<file path="src/verilog/tap_pkg.sv">
/* TAP controller state encoding and 4-bit instruction set.
   Any opcode not listed here decodes to BYPASS. */

package tap_pkg;

    // ------------------------------
    // Controller states
    // ------------------------------

    // Encoding follows the common 1149.1 state assignment
    typedef enum logic [3:0] {
        ST_EXIT2_DR         = 4'h0,
        ST_EXIT1_DR         = 4'h1,
        ST_SHIFT_DR         = 4'h2,
        ST_PAUSE_DR         = 4'h3,
        ST_SELECT_IR_SCAN   = 4'h4,
        ST_UPDATE_DR        = 4'h5,
        ST_CAPTURE_DR       = 4'h6,
        ST_SELECT_DR_SCAN   = 4'h7,
        ST_EXIT2_IR         = 4'h8,
        ST_EXIT1_IR         = 4'h9,
        ST_SHIFT_IR         = 4'hA,
        ST_PAUSE_IR         = 4'hB,
        ST_RUN_TEST_IDLE    = 4'hC,
        ST_UPDATE_IR        = 4'hD,
        ST_CAPTURE_IR       = 4'hE,
        ST_TEST_LOGIC_RESET = 4'hF
    } tap_state_t;

    // ------------------------------
    // Instructions
    // ------------------------------

    localparam int IR_WIDTH = 4;

    typedef logic [IR_WIDTH-1:0] ir_t;

    // Reset instruction, also reloaded in Test-Logic-Reset
    localparam ir_t OP_IDCODE   = 4'h1;
    localparam ir_t OP_USER_TDR = 4'h8;
    localparam ir_t OP_RUNBIST  = 4'h9;
    // All ones, as 1149.1 requires for BYPASS
    localparam ir_t OP_BYPASS   = 4'hF;

    // Loaded in Capture-IR, the two LSBs are the mandatory 01
    localparam ir_t IR_CAPTURE  = 4'b0101;

endpackage

</file>
<file path="src/verilog/tdr_pkg.sv">
/* Widths and payload types of the data registers.
   The user TDR width sets the parallel port width at the top level. */

package tdr_pkg;

    // User test data register
    localparam int TDR_WIDTH = 16;

    typedef logic [TDR_WIDTH-1:0] tdr_t;

    // Device identification register, bit 0 must read 1 per 1149.1
    localparam int IDCODE_WIDTH = 32;

    typedef logic [IDCODE_WIDTH-1:0] idcode_t;

endpackage
</file>
<file path="src/verilog/bist_timer.sv">
/* RUNBIST timer counting TCK cycles in Run-Test/Idle.
   bist_done stays set until the next Update-IR; the count holds outside Run-Test/Idle. */

`timescale 1ns/1ns

module bist_timer #(
    parameter int unsigned BIST_CYCLES = 20
) (
    input  logic tck,
    input  logic reset,
    input  logic rti,
    input  logic sel_runbist,
    input  logic update_ir,
    output logic bist_run,
    output logic bist_done
);

    // Wide enough to hold BIST_CYCLES itself
    localparam int CNT_W = $clog2(BIST_CYCLES + 1);

    logic [CNT_W-1:0] count;
    logic             advance;

    // Count only while the test is running
    assign advance = rti && sel_runbist && !bist_done;

    always_ff @(posedge tck) begin
        if (reset || update_ir) begin
            // Every instruction load starts a fresh count
            count     <= '0;
            bist_done <= 1'b0;
        end else if (advance) begin
            count <= count + 1'b1;
            // Done on the edge where the count reaches BIST_CYCLES
            if (count == CNT_W'(BIST_CYCLES - 1)) begin
                bist_done <= 1'b1;
            end
        end
    end

    assign bist_run = sel_runbist && !bist_done;

endmodule

</file>
<file path="src/verilog/instruction_reg.sv">
/* Instruction shift/update register and decode into one-hot register selects.
   Undefined opcodes select the bypass register. */

`timescale 1ns/1ns

module instruction_reg (
    input  logic                tck,
    input  logic                reset,
    input  tap_pkg::tap_state_t state,
    input  logic                tdi,
    input  logic                capture_ir,
    input  logic                shift_ir,
    input  logic                update_ir,
    output logic                ir_so,
    output logic                sel_idcode,
    output logic                sel_user_tdr,
    output logic                sel_runbist,
    output logic                sel_bypass
);

    import tap_pkg::*;

    // Shift stage and active instruction
    ir_t ir_shift;
    ir_t ir_active;

    // ------------------------------
    // Shift stage
    // ------------------------------

    // Capture loads the fixed pattern, shift moves toward the LSB
    always_ff @(posedge tck) begin
        if (capture_ir) begin
            ir_shift <= IR_CAPTURE;
        end else if (shift_ir) begin
            ir_shift <= {tdi, ir_shift[IR_WIDTH-1:1]};
        end
    end

    // LSB leaves first
    assign ir_so = ir_shift[0];

    // ------------------------------
    // Update stage
    // ------------------------------

    // Test-Logic-Reset reached by TMS acts like reset here
    always_ff @(posedge tck) begin
        if (reset || state == ST_TEST_LOGIC_RESET) begin
            ir_active <= OP_IDCODE;
        end else if (update_ir) begin
            ir_active <= ir_shift;
        end
    end

    // Decode, exactly one select high
    always_comb begin
        sel_idcode   = 1'b0;
        sel_user_tdr = 1'b0;
        sel_runbist  = 1'b0;
        sel_bypass   = 1'b0;
        case (ir_active)
            OP_IDCODE:   sel_idcode   = 1'b1;
            OP_USER_TDR: sel_user_tdr = 1'b1;
            OP_RUNBIST:  sel_runbist  = 1'b1;
            OP_BYPASS:   sel_bypass   = 1'b1;
            // Undefined opcodes fall back to bypass
            default:     sel_bypass   = 1'b1;
        endcase
    end

endmodule

</file>
<file path="src/verilog/scan_register.sv">
/* Capture/shift/update data register, width taken from the payload type.
   Strobes must already be gated with the register select. */

`timescale 1ns/1ns

module scan_register #(
    parameter type payload_t = tdr_pkg::tdr_t
) (
    input  logic     tck,
    input  logic     reset,
    input  logic     capture,
    input  logic     shift,
    input  logic     update,
    input  logic     tdi,
    input  payload_t capture_value,
    output logic     so,
    output payload_t update_value
);

    localparam int WIDTH = $bits(payload_t);

    payload_t shift_q;

    // ------------------------------
    // Shift stage
    // ------------------------------

    // Parallel load on capture, else shift right with tdi at the MSB
    always_ff @(posedge tck) begin
        if (capture) begin
            shift_q <= capture_value;
        end else if (shift) begin
            shift_q <= {tdi, shift_q[WIDTH-1:1]};
        end
    end

    assign so = shift_q[0];

    // ------------------------------
    // Update stage
    // ------------------------------

    // Holds its value through Test-Logic-Reset reached by TMS
    always_ff @(posedge tck) begin
        if (reset) begin
            update_value <= '0;
        end else if (update) begin
            update_value <= shift_q;
        end
    end

endmodule

</file>
<file path="src/verilog/tap_fsm.sv">
/* 1149.1 TAP controller with decoded state strobes.
   Synchronous reset replaces TRST; five TMS-high edges also reach Test-Logic-Reset. */

`timescale 1ns/1ns

module tap_fsm (
    input  logic                tck,
    input  logic                reset,
    input  logic                tms,
    output tap_pkg::tap_state_t state,
    output logic                capture_dr,
    output logic                shift_dr,
    output logic                update_dr,
    output logic                capture_ir,
    output logic                shift_ir,
    output logic                update_ir,
    output logic                rti
);

    import tap_pkg::*;

    tap_state_t next_state;

    // ------------------------------
    // Transition table
    // ------------------------------

    always_comb begin
        next_state = state;
        case (state)
            ST_TEST_LOGIC_RESET: next_state = tms ? ST_TEST_LOGIC_RESET : ST_RUN_TEST_IDLE;
            ST_RUN_TEST_IDLE:    next_state = tms ? ST_SELECT_DR_SCAN   : ST_RUN_TEST_IDLE;

            // DR column
            ST_SELECT_DR_SCAN:   next_state = tms ? ST_SELECT_IR_SCAN   : ST_CAPTURE_DR;
            ST_CAPTURE_DR:       next_state = tms ? ST_EXIT1_DR         : ST_SHIFT_DR;
            ST_SHIFT_DR:         next_state = tms ? ST_EXIT1_DR         : ST_SHIFT_DR;
            ST_EXIT1_DR:         next_state = tms ? ST_UPDATE_DR        : ST_PAUSE_DR;
            ST_PAUSE_DR:         next_state = tms ? ST_EXIT2_DR         : ST_PAUSE_DR;
            ST_EXIT2_DR:         next_state = tms ? ST_UPDATE_DR        : ST_SHIFT_DR;
            ST_UPDATE_DR:        next_state = tms ? ST_SELECT_DR_SCAN   : ST_RUN_TEST_IDLE;

            // IR column, TMS high in Select-IR-Scan leaves to reset
            ST_SELECT_IR_SCAN:   next_state = tms ? ST_TEST_LOGIC_RESET : ST_CAPTURE_IR;
            ST_CAPTURE_IR:       next_state = tms ? ST_EXIT1_IR         : ST_SHIFT_IR;
            ST_SHIFT_IR:         next_state = tms ? ST_EXIT1_IR         : ST_SHIFT_IR;
            ST_EXIT1_IR:         next_state = tms ? ST_UPDATE_IR        : ST_PAUSE_IR;
            ST_PAUSE_IR:         next_state = tms ? ST_EXIT2_IR         : ST_PAUSE_IR;
            ST_EXIT2_IR:         next_state = tms ? ST_UPDATE_IR        : ST_SHIFT_IR;
            ST_UPDATE_IR:        next_state = tms ? ST_SELECT_DR_SCAN   : ST_RUN_TEST_IDLE;

            default:             next_state = ST_TEST_LOGIC_RESET;
        endcase
    end

    // ------------------------------
    // State register
    // ------------------------------

    always_ff @(posedge tck) begin
        if (reset) begin
            state <= ST_TEST_LOGIC_RESET;
        end else begin
            state <= next_state;
        end
    end

    // ------------------------------
    // Decoded strobes
    // ------------------------------

    // High for the whole cycle spent in the state
    // The action happens on the rising edge that ends that cycle
    assign capture_dr = (state == ST_CAPTURE_DR);
    assign shift_dr   = (state == ST_SHIFT_DR);
    assign update_dr  = (state == ST_UPDATE_DR);

    assign capture_ir = (state == ST_CAPTURE_IR);
    assign shift_ir   = (state == ST_SHIFT_IR);
    assign update_ir  = (state == ST_UPDATE_IR);

    // Run-Test/Idle, used by the BIST timer
    assign rti        = (state == ST_RUN_TEST_IDLE);

endmodule

</file>
<file path="src/verilog/tap_top.sv">
/* 1149.1 TAP with IDCODE, user TDR, RUNBIST and BYPASS.
   TDO and tdo_en change on the falling edge of tck; no boundary scan. */

`timescale 1ns/1ns

module tap_top #(
    parameter int unsigned BIST_CYCLES = 20
) (
    input  logic             tck,
    input  logic             reset,
    input  logic             tms,
    input  logic             tdi,
    output logic             tdo,
    output logic             tdo_en,
    input  tdr_pkg::idcode_t idcode,
    input  tdr_pkg::tdr_t    tdr_data_in,
    output tdr_pkg::tdr_t    tdr_data_out,
    output logic             bist_run,
    output logic             bist_done
);

    import tap_pkg::*;
    import tdr_pkg::*;

    tap_state_t state;
    logic       capture_dr, shift_dr, update_dr;
    logic       capture_ir, shift_ir, update_ir;
    logic       rti;
    logic       ir_so;
    logic       sel_idcode, sel_user_tdr, sel_runbist, sel_bypass;
    logic       idcode_so, user_tdr_so;
    logic       bypass_q;
    logic       bist_status_q;
    logic       dr_so;

    // ------------------------------
    // Controller and instruction
    // ------------------------------

    tap_fsm u_tap_fsm (
        .tck        (tck),
        .reset      (reset),
        .tms        (tms),
        .state      (state),
        .capture_dr (capture_dr),
        .shift_dr   (shift_dr),
        .update_dr  (update_dr),
        .capture_ir (capture_ir),
        .shift_ir   (shift_ir),
        .update_ir  (update_ir),
        .rti        (rti)
    );

    instruction_reg u_instruction_reg (
        .tck          (tck),
        .reset        (reset),
        .state        (state),
        .tdi          (tdi),
        .capture_ir   (capture_ir),
        .shift_ir     (shift_ir),
        .update_ir    (update_ir),
        .ir_so        (ir_so),
        .sel_idcode   (sel_idcode),
        .sel_user_tdr (sel_user_tdr),
        .sel_runbist  (sel_runbist),
        .sel_bypass   (sel_bypass)
    );

    // ------------------------------
    // Data registers
    // ------------------------------

    // IDCODE is read only and its update stage has no load
    scan_register #(.payload_t(idcode_t)) idcode_reg (
        .tck           (tck),
        .reset         (reset),
        .capture       (capture_dr && sel_idcode),
        .shift         (shift_dr && sel_idcode),
        .update        (update_dr && sel_idcode),
        .tdi           (tdi),
        .capture_value (idcode),
        .so            (idcode_so),
        .update_value  ()
    );

    scan_register #(.payload_t(tdr_t)) user_tdr_reg (
        .tck           (tck),
        .reset         (reset),
        .capture       (capture_dr && sel_user_tdr),
        .shift         (shift_dr && sel_user_tdr),
        .update        (update_dr && sel_user_tdr),
        .tdi           (tdi),
        .capture_value (tdr_data_in),
        .so            (user_tdr_so),
        .update_value  (tdr_data_out)
    );

    bist_timer #(.BIST_CYCLES(BIST_CYCLES)) u_bist_timer (
        .tck         (tck),
        .reset       (reset),
        .rti         (rti),
        .sel_runbist (sel_runbist),
        .update_ir   (update_ir),
        .bist_run    (bist_run),
        .bist_done   (bist_done)
    );

    // Bypass bit captures 0 and shifts only while BYPASS is selected
    always_ff @(posedge tck) begin
        if (capture_dr && sel_bypass) begin
            bypass_q <= 1'b0;
        end else if (shift_dr && sel_bypass) begin
            bypass_q <= tdi;
        end
    end

    // RUNBIST status bit captures bist_done
    always_ff @(posedge tck) begin
        if (capture_dr && sel_runbist) begin
            bist_status_q <= bist_done;
        end else if (shift_dr && sel_runbist) begin
            bist_status_q <= tdi;
        end
    end

    // Serial output of the selected data register
    always_comb begin
        if (sel_idcode) begin
            dr_so = idcode_so;
        end else if (sel_user_tdr) begin
            dr_so = user_tdr_so;
        end else if (sel_runbist) begin
            dr_so = bist_status_q;
        end else begin
            dr_so = bypass_q;
        end
    end

    // ------------------------------
    // TDO on the falling edge
    // ------------------------------

    // Bit 0 is out half a cycle after entering a shift state
    always_ff @(negedge tck) begin
        if (reset) begin
            tdo_en <= 1'b0;
        end else begin
            tdo_en <= shift_dr || shift_ir;
        end
    end

    always_ff @(negedge tck) begin
        tdo <= shift_ir ? ir_so : dr_so;
    end

endmodule

</file>
<file path="config.mk">
export PLATFORM = sky130hd
export DESIGN_NAME = tap_top
export DESIGN_NICKNAME = d
export VERILOG_FILES = /design/src/verilog/tap_pkg.sv /design/src/verilog/tdr_pkg.sv /design/src/verilog/bist_timer.sv /design/src/verilog/instruction_reg.sv /design/src/verilog/scan_register.sv /design/src/verilog/tap_fsm.sv /design/src/verilog/tap_top.sv
export SDC_FILE = /design/constraint.sdc
export NUM_CORES = 1
export LEC_CHECK = 0
export ABC_CLOCK_PERIOD_IN_PS = 2000
export BUFFER_PORTS_ARGS = -buffer_cell sky130_fd_sc_hd__buf_2
export CAP_MARGIN = 20
export CELL_PAD_IN_SITES_DETAIL_PLACEMENT = 0
export CELL_PAD_IN_SITES_GLOBAL_PLACEMENT = 1
export CORE_MARGIN = 1
export CORE_UTILIZATION = 40
export DETAILED_ROUTE_END_ITERATION = 8
export GPL_TIMING_DRIVEN = 0
export MAX_ROUTING_LAYER = met4
export PLACE_DENSITY_LB_ADDON = 0.3
export SLEW_MARGIN = 30
export SYNTH_ARGS = -nofsm -noshare
export SYNTH_HDL_FRONTEND = slang
export SYNTH_SLANG_ARGS = --single-unit
export TNS_END_PERCENT = 1
</file>
<file path="constraint.sdc">
create_clock -name tck -period 2 [get_ports tck]
set_input_delay 0.3 -clock tck [delete_from_list [all_inputs] [get_ports tck]]
set_output_delay 0.3 -clock tck [all_outputs]
set_load 0.1 [all_outputs]
</file>
## Word level (Yosys, flattened, before mapping)

Index checks and enable logic that the tools add are counted.

| cells by class | value |
|---|---|
| equality and inequality tests | 19 |
| reductions and logical operators | 25 |
| mux-type cells | 27 |
| add/subtract/negate cells | 1 |

Operators by type and width:

| operator | number |
|---|---|
| $mux W32 | 2 |
| $pmux W4 S12 | 1 |
| $eq A4 B4 Y1 const B | 10 |
| $mux W16 | 2 |
| $eq A4 B3 Y1 const B | 4 |
| $logic_and A1 B1 Y1 | 12 |
| $mux W2 | 6 |
| $mux W3 | 4 |
| $mux W1 | 11 |
| $eq A4 B1 Y1 const B | 2 |
| $eq A4 B2 Y1 const B | 2 |
| $reduce_bool A2 Y1 | 3 |
| $reduce_or A3 Y1 | 2 |
| $add A5 B1 Y5 const B | 1 |
| $eq A5 B5 Y1 const B | 1 |
| $logic_not A4 Y1 | 1 |
| $mux W4 | 1 |
| $reduce_or A2 Y1 | 2 |
| $logic_or A1 B1 Y1 | 3 |
| $reduce_and A2 Y1 | 1 |
| $logic_not A1 Y1 | 1 |

| word-level totals | value |
|---|---|
| output and inout bits | 20 |
| register bits | 86 |
| bits of input ports | 52 |

## Longest topological paths before layout

Gate-level depths: netlist of the first run.

| logic depth | value |
|---|---|
| word-level depth | 6 |
| depth in mapped cells | 7 |
| gate-level depth less buffers | 5 |

## Modules after synthesis

Synthesis of the first run repeated with hierarchy kept, for this count alone.

| second synthesis, totals | value |
|---|---|
| cell total of the unflattened synthesis | 379 |
| area total of the unflattened synthesis | 5052.3 µm² |

By module, submodules not included:

| module | cells an instance | instances | seq. area each (µm²) | area an instance (µm²) |
|---|---|---|---|---|
| scan_register (idcode_reg) | 172 | 1 | 1601.5 | 2641.3 |
| scan_register (user_tdr_reg) | 87 | 1 | 800.8 | 1307.5 |
| instruction_reg | 31 | 1 | 160.2 | 321.6 |
| bist_timer | 29 | 1 | 120.1 | 281.5 |
| tap_fsm | 33 | 1 | 80.1 | 272.8 |
| tap_top | 27 | 1 | 90.1 | 227.7 |

==> impl_metrics.csv, run 1 <==
group,metric,value,unit
status,status,"finished, violations left",
status,violations,"design-rule violations, negative setup slack",
detailed_routing,wl_per_cell,14.7,um
run,drv.max_cap_violation_count,0,
synth,ys_seq_area_share,59.5,%
worst_setup_path,critPathLaunchType,"flop",
synth,syn_avg_cell_area,13.4,um2
power,power.leakage,1.88,nW
worst_setup_path,worstSetupPathType,"flop to output pin",
worst_setup_path,crit_slowest_cell,"dfxtp_2",
timing,hold_viol,0,
worst_setup_path,ff2ff_setup_slack,-0.10,ns
final_layout,nets,413,
global_route,antenna_found_initial,0,
timing,final-max-slew-violation-count,0,
power,peakVddDrop,0.344,mV
floorplanning,start_util,42.0,%
timing,rsz0062_at_grt,"yes",
detailed_routing,routed_wl,6930,um
clocking,holdBufCountCts,0,
worst_setup_path,crit_fanout,1,
worst_setup_path,cpPeakStageDelay,0.33,ns
synth,ys_types,38,
final_layout,stdcell_count,473,
floorplanning,std_cell_rows,34,
detailed_routing,vias,2332,
min_path,hold_path_class,"input port to flop",
power,p_per_area,780,mW/mm2
synth,netlist_area,0.00372,mm2
timing,worst_slack,-0.193,ns
worst_setup_path,crit_required,1.70,ns
synth,synth_area_leaders,"edfxtp_1 40%, dfxtp_1 20%, mux2_2 12%",
synth,ys_async_sr_fraction,0,%
worst_setup_path,critPathBufInv,1,
placement,dpl_cell_area,0.00421,mm2
synth,synth.top_cell.area_share,39.6,%
worst_setup_path,end_kind,"output pin",
clocking,cts.reportedPaths.clkPinSlew,0.10,ns
global_route,grt.overflow.total,0,
worst_setup_path,path_delay_family,"flip-flops",
placement,dp_hpwl,4740,um
clocking,cts_tree,"yes",
final_layout,drive_gt1_share,45.2,%
floorplanning,chipHeight,98.4,um
clocking,clock_latency,0.39,ns
clocking,numClockSinks,86,
worst_setup_path,crit_arrival,1.89,ns
global_route,grt_max_degree,33,
global_route,grt_usage,15.4,%
final_layout,final_cell_area,0.00447,mm2
floorplanning,die_area,0.00969,mm2
timing,relSlewSlack,51.5,%
global_route,grt_pass1_wl,11100,um
clocking,clock-root-buffer,"clkbuf_8",
global_route,grt_pass1_vias,2304,
detailed_routing,via_per_inst,4.93,
floorplanning,ios,72,
timing,skew,0.0409,ns
synth,synth.net_count,330,
placement,dp_cells,455,
final_layout,areaGrowthSynthToFinish,20.2,%
final_layout,antennaDiodeCount,0,
synth,synth_seq_cells,86,
placement,finalWeightedCongestion,0.744,
floorplanning,die_x,98.4,um
timing,finalSetupViolCount,3,
synth,netlist_instances,277,
detailed_routing,drt_pass1_iterations,6,
detailed_routing,ant_nets,0,
clocking,h-tree-depth,3,
synth,yosysMostFrequentCell,"edfxtp_1",
placement,pre_cts_slack,-0.323,ns
clocking,cts_buffers,9,
placement,port-buffer-count,70,
synth,synth_ff_type,"edfxtp_1",
clocking,cts.path.max_buffers,2,
detailed_routing,drt_iter0_markers,66,
synth,synth_top_cell_by_area,"edfxtp_1",
worst_setup_path,path_cells,"buf_12",
synth,netlist_top_cells_count,"49 x edfxtp_1, 40 x mux2_2, 37 x dfxtp_1",
floorplanning,core_area,0.00885,mm2
timing,worstMarginPinSlew,0.728,ns
synth,synth_edf_count,49,
detailed_routing,drc_errors,6,
synth,ys_warn_count,0,
==> state kept, by name (all words and copies together), names as in the netlist <==
signal and count:
u_tap_fsm.state 4, tdo 1, idcode_reg.shift_q 32, u_instruction_reg.ir_active 4
u_bist_timer.bist_done 1, bypass_q 1, bist_status_q 1, u_bist_timer.count 5
user_tdr_reg.update_value 16, user_tdr_reg.shift_q 16, u_instruction_reg.ir_shift 4, tdo_en 1
==> through the flow <==
step	setup TNS, ns	total power, mW	hold WS, ns	utilization (%)
floorplan	-0.544	2.23	0.431	-
global placement	-10.45	2.34	0.447	47.6
detailed placement	-0.348	2.34	0.455	47.6
CTS	-0.511	3.51	0.217	50.4
global route	-0.629	3.64	0.215	50.5
finish	-0.476	3.49	0.229	50.5
==> path summary, 6_finish.rpt <==
path,startpoint,end,cells past startpoint
worst min-delay path,idcode[10],idcode_reg.shift_q[10]$_DFFE_PP_,2
worst min register to register,u_instruction_reg.ir_shift[2]$_SDFFE_PP1P_,u_instruction_reg.ir_shift[1]$_SDFFE_PP0P_,2
worst max-delay path,tdo$_DFF_N_,tdo,1
worst max register to register,u_instruction_reg.ir_active[0]$_SDFFE_PP1P_,tdo$_DFF_N_,3
==> layout by cell type, fill, tap and decap left out, drive strengths merged, types with 3 or more instances in the layout <==
| cell | count |
|---|---|
| clkinv | 3 |
| a31oi | 4 |
| xnor2 | 4 |
| nor3 | 4 |
| dfxtp | 37 |
| o21ai | 7 |
| clkbuf | 15 |
| edfxtp | 49 |
| mux2 | 49 |
| nand4bb | 3 |
| nor3b | 3 |
| a21oi | 7 |
| nor2 | 32 |
| nor2b | 3 |
| buf | 79 |
| inv | 10 |
| nand3 | 5 |
| mux2i | 18 |
| nor4 | 3 |
| nand2 | 12 |
==> area by class of cell <==
cell class | instances | area, um2
buffer | 14 | 105
sequential | 86 | 2220
timing repair buffer | 71 | 390
clock buffer | 9 | 124
multi-input combinational | 171 | 1410
clock inverter | 9 | 62.6
inverter | 5 | 18.8
tap | 108 | 135
fill | 814 | 4380
==> repair_timing <==
action | in CTS | in global routing
setup endpoints to repair | 4 | 4
gates resized for setup | 17 | 6
setup buffers | 0 | 1
pin swaps | 0 | 2
==> where the power goes <==
group	total (mW)	leakage, nW	internal [mW]	switching, mW
logic	0.356	1.03	0.168	0.188
clock network	1.16	0.0989	0.470	0.690
registers	1.97	0.743	1.92	0.0469
==> layer usage <==
metal	track usage, %	part of all wire [%]	vias up
met4	5.86	1.6	0
met1	19.4	48	1094
li1	-	-	1174
met2	23.1	44	56
met3	5.04	6.9	8
met5	-	0	-
==> logic make-up after synthesis <==
logic type | count (synthesis) | share of synthesized area [%]
DFF | 86 | 59.5
and+or+nand+nor | 73 | 11.2
muxes | 67 | 20.6
AOI/OAI and AO/OA | 26 | 4.31
buffers and inverters | 20 | 3.13
xor gates and xnor gates | 4 | 0.942
adders and majority gates | 1 | 0.336
(Power assumes the default switching activity.)
==> inputs of run 2 (changes only) <==
Settings changed: CORE_ASPECT_RATIO set to 0.75.
==> run 2 against run 1 <==
Compared with the run above:
- the flow finishes with violations (negative setup slack)
- via count rose by 0.86%
- largest cell class unchanged
- utilization up 0.56 points
- largest power group unchanged
- clock-buffer cell count increased by 1
- non-clock buffer count shrank 1
==> impl_metrics.csv, run 2 (synthesis results as in run 1) <==
group,metric,value,unit
status,status,"finished, violations left",
status,violations,"negative setup slack",
final_layout,layout_commonest_cell,"buf_2",
worst_setup_path,crit_required,1.70,ns
timing,relSlewSlack,50.5,%
clocking,cts.path.max_buffers,2,
clocking,numClockSinks,86,
clocking,h-tree-depth,3,
detailed_routing,routed_wl,7100,um
final_layout,max_flop_register,"idcode_reg.shift_q",
final_layout,areaGrowthSynthToFinish,24.3,%
timing,rsz0062_at_grt,"yes",
floorplanning,start_util,41.1,%
global_route,grt_pass1_vias,2214,
clocking,cts_tree,"yes",
power,power.leakage,1.93,nW
timing,worstMarginPinSlew,0.742,ns
final_layout,final_cell_area,0.00462,mm2
worst_setup_path,worstSetupPathType,"flop to output pin",
global_route,grt_pass1_wl,11400,um
clocking,cts_buffers,9,
placement,dpl_cell_area,0.00423,mm2
min_path,hold_path_class,"input port to flop",
global_route,grt.overflow.total,0,
worst_setup_path,path_delay_family,"flip-flops",
placement,finalWeightedCongestion,0.798,
worst_setup_path,critPathBufInv,1,
power,p_per_area,883,mW/mm2
timing,finalSetupViolCount,3,
detailed_routing,drt_iter0_markers,80,
floorplanning,core_area,0.00905,mm2
floorplanning,die_area,0.00969,mm2
worst_setup_path,end_kind,"output pin",
power,peakVddDrop,0.496,mV
global_route,antenna_found_initial,0,
global_route,grt_max_degree,33,
global_route,grt_usage,16.3,%
power,p_seq_share,48.4,%
worst_setup_path,crit_fanout,1,
power,power_frac_comb,8.6,%
detailed_routing,ant_nets,0,
floorplanning,die_x,113,um
placement,dp_hpwl,4870,um
timing,skew,0.0501,ns
clocking,clock-root-buffer,"clkbuf_16",
run,drv.max_cap_violation_count,0,
final_layout,reg.largest.list,"idcode_reg.shift_q (32), user_tdr_reg.shift_q (16), user_tdr_reg.update_value (16)",
floorplanning,ios,72,
power,switching_share,23.1,%
clocking,cts.reportedPaths.clkPinSlew,0.06,ns
detailed_routing,wl_per_cell,14.4,um
final_layout,largest_reg_flops,32,
worst_setup_path,critPathLaunchType,"flop",
detailed_routing,via_per_inst,4.78,
final_layout,final_cell_mix,"70 x buf_2, 49 x edfxtp_1, 40 x mux2_2",
power,internal_power,3.14,mW
placement,port-buffer-count,70,
final_layout,antennaDiodeCount,0,
timing,hold_viol,0,
power,p_switching,0.941,mW
timing,final-max-slew-violation-count,0,
timing,setup_tns,-0.478,ns
clocking,holdBufCountCts,0,
floorplanning,chipHeight,85.5,um
power,p_clk_share,43.0,%
worst_setup_path,crit_arrival,1.89,ns
detailed_routing,vias,2352,
detailed_routing,drc_errors,0,
final_layout,nets,412,
floorplanning,std_cell_rows,30,
detailed_routing,drt_pass1_iterations,4,
worst_setup_path,crit_slowest_cell,"dfxtp_2",
final_layout,drive_gt1_share,45.1,%
clocking,clock_latency,0.38,ns
worst_setup_path,path_cells,"buf_12",
worst_setup_path,cpPeakStageDelay,0.33,ns
timing,worst_slack,-0.189,ns
[run 2: cell count changes in the layout (fill, tap and decap cells not counted), moves of 2 or more]
cell,before,now
clkbuf_8,10,1
dfxtp_2,5,7
inv_6,3,1
clkinv_4,2,0
clkinvlp_4,1,3
clkbuf_16,0,10
[run 2: timing repair]
action / CTS / global route
endpoints found under the setup margin: 4 / 3
buffers inserted: 0 / 0
gates resized for setup: 20 / 0
pin swaps: 1 / 0
[run 2: final timing paths]
check                                                   start                                 to  slack, ns  depth (start not counted)
worst max register to register  u_tap_fsm.state[0]$_SDFF_PP1_                        tdo$_DFF_N_      -0.11                          5
worst min-delay path                           tdr_data_in[8]  user_tdr_reg.shift_q[8]$_DFFE_PP_       0.26                          2
worst min register to register          bypass_q$_SDFFE_PP0P_              bypass_q$_SDFFE_PP0P_       0.46                          2
worst max-delay path                        tdo_en$_SDFF_NP0_                             tdo_en      -0.19                          1
[run 2: layout make-up]
class | count | area, um2
fill | 803 | 4420
sequential | 86 | 2220
multi-input combinational | 171 | 1410
timing repair buffer | 70 | 383
clock buffer | 10 | 250
tap | 128 | 160
buffer | 14 | 104
clock inverter | 8 | 73.8
inverter | 5 | 18.8
[run 2: power by group through the flow]
| stage | clock network [mW] | logic, mW | registers (mW) |
|---|---|---|---|
| 2_1_floorplan | 0.00940 | 0.195 | 2.03 |
| 3_3_place_gp | 0.00940 | 0.323 | 2.00 |
| 3_5_place_dp | 0.00940 | 0.330 | 2.01 |
| 4_1_cts | 1.80 | 0.356 | 1.98 |
| 5_1_grt | 1.87 | 0.387 | 1.98 |
| 6_report | 1.75 | 0.352 | 1.98 |
[run 2: per-stage QoR]
stage	std cells	utilization (%)	power, mW	worst slack [ns]	hold slack, ns
finish	492	51.1	4.08	-0.189	0.258
global route	492	51.1	4.24	-0.224	0.253
CTS	492	51.1	4.13	-0.202	0.247
detailed placement	475	46.8	2.35	-0.387	0.450
global placement	475	46.8	2.34	-0.349	0.448
floorplan	277	-	2.23	-0.209	0.431
[run 2: layer usage]
metal	vias to the layer above	routed length [um]	track usage, %
li1	1175	-	-
met1	1112	3580	22.7
met2	55	3020	21.7
met3	10	416	6.01
met4	0	85	5.38
met5	-	0	-
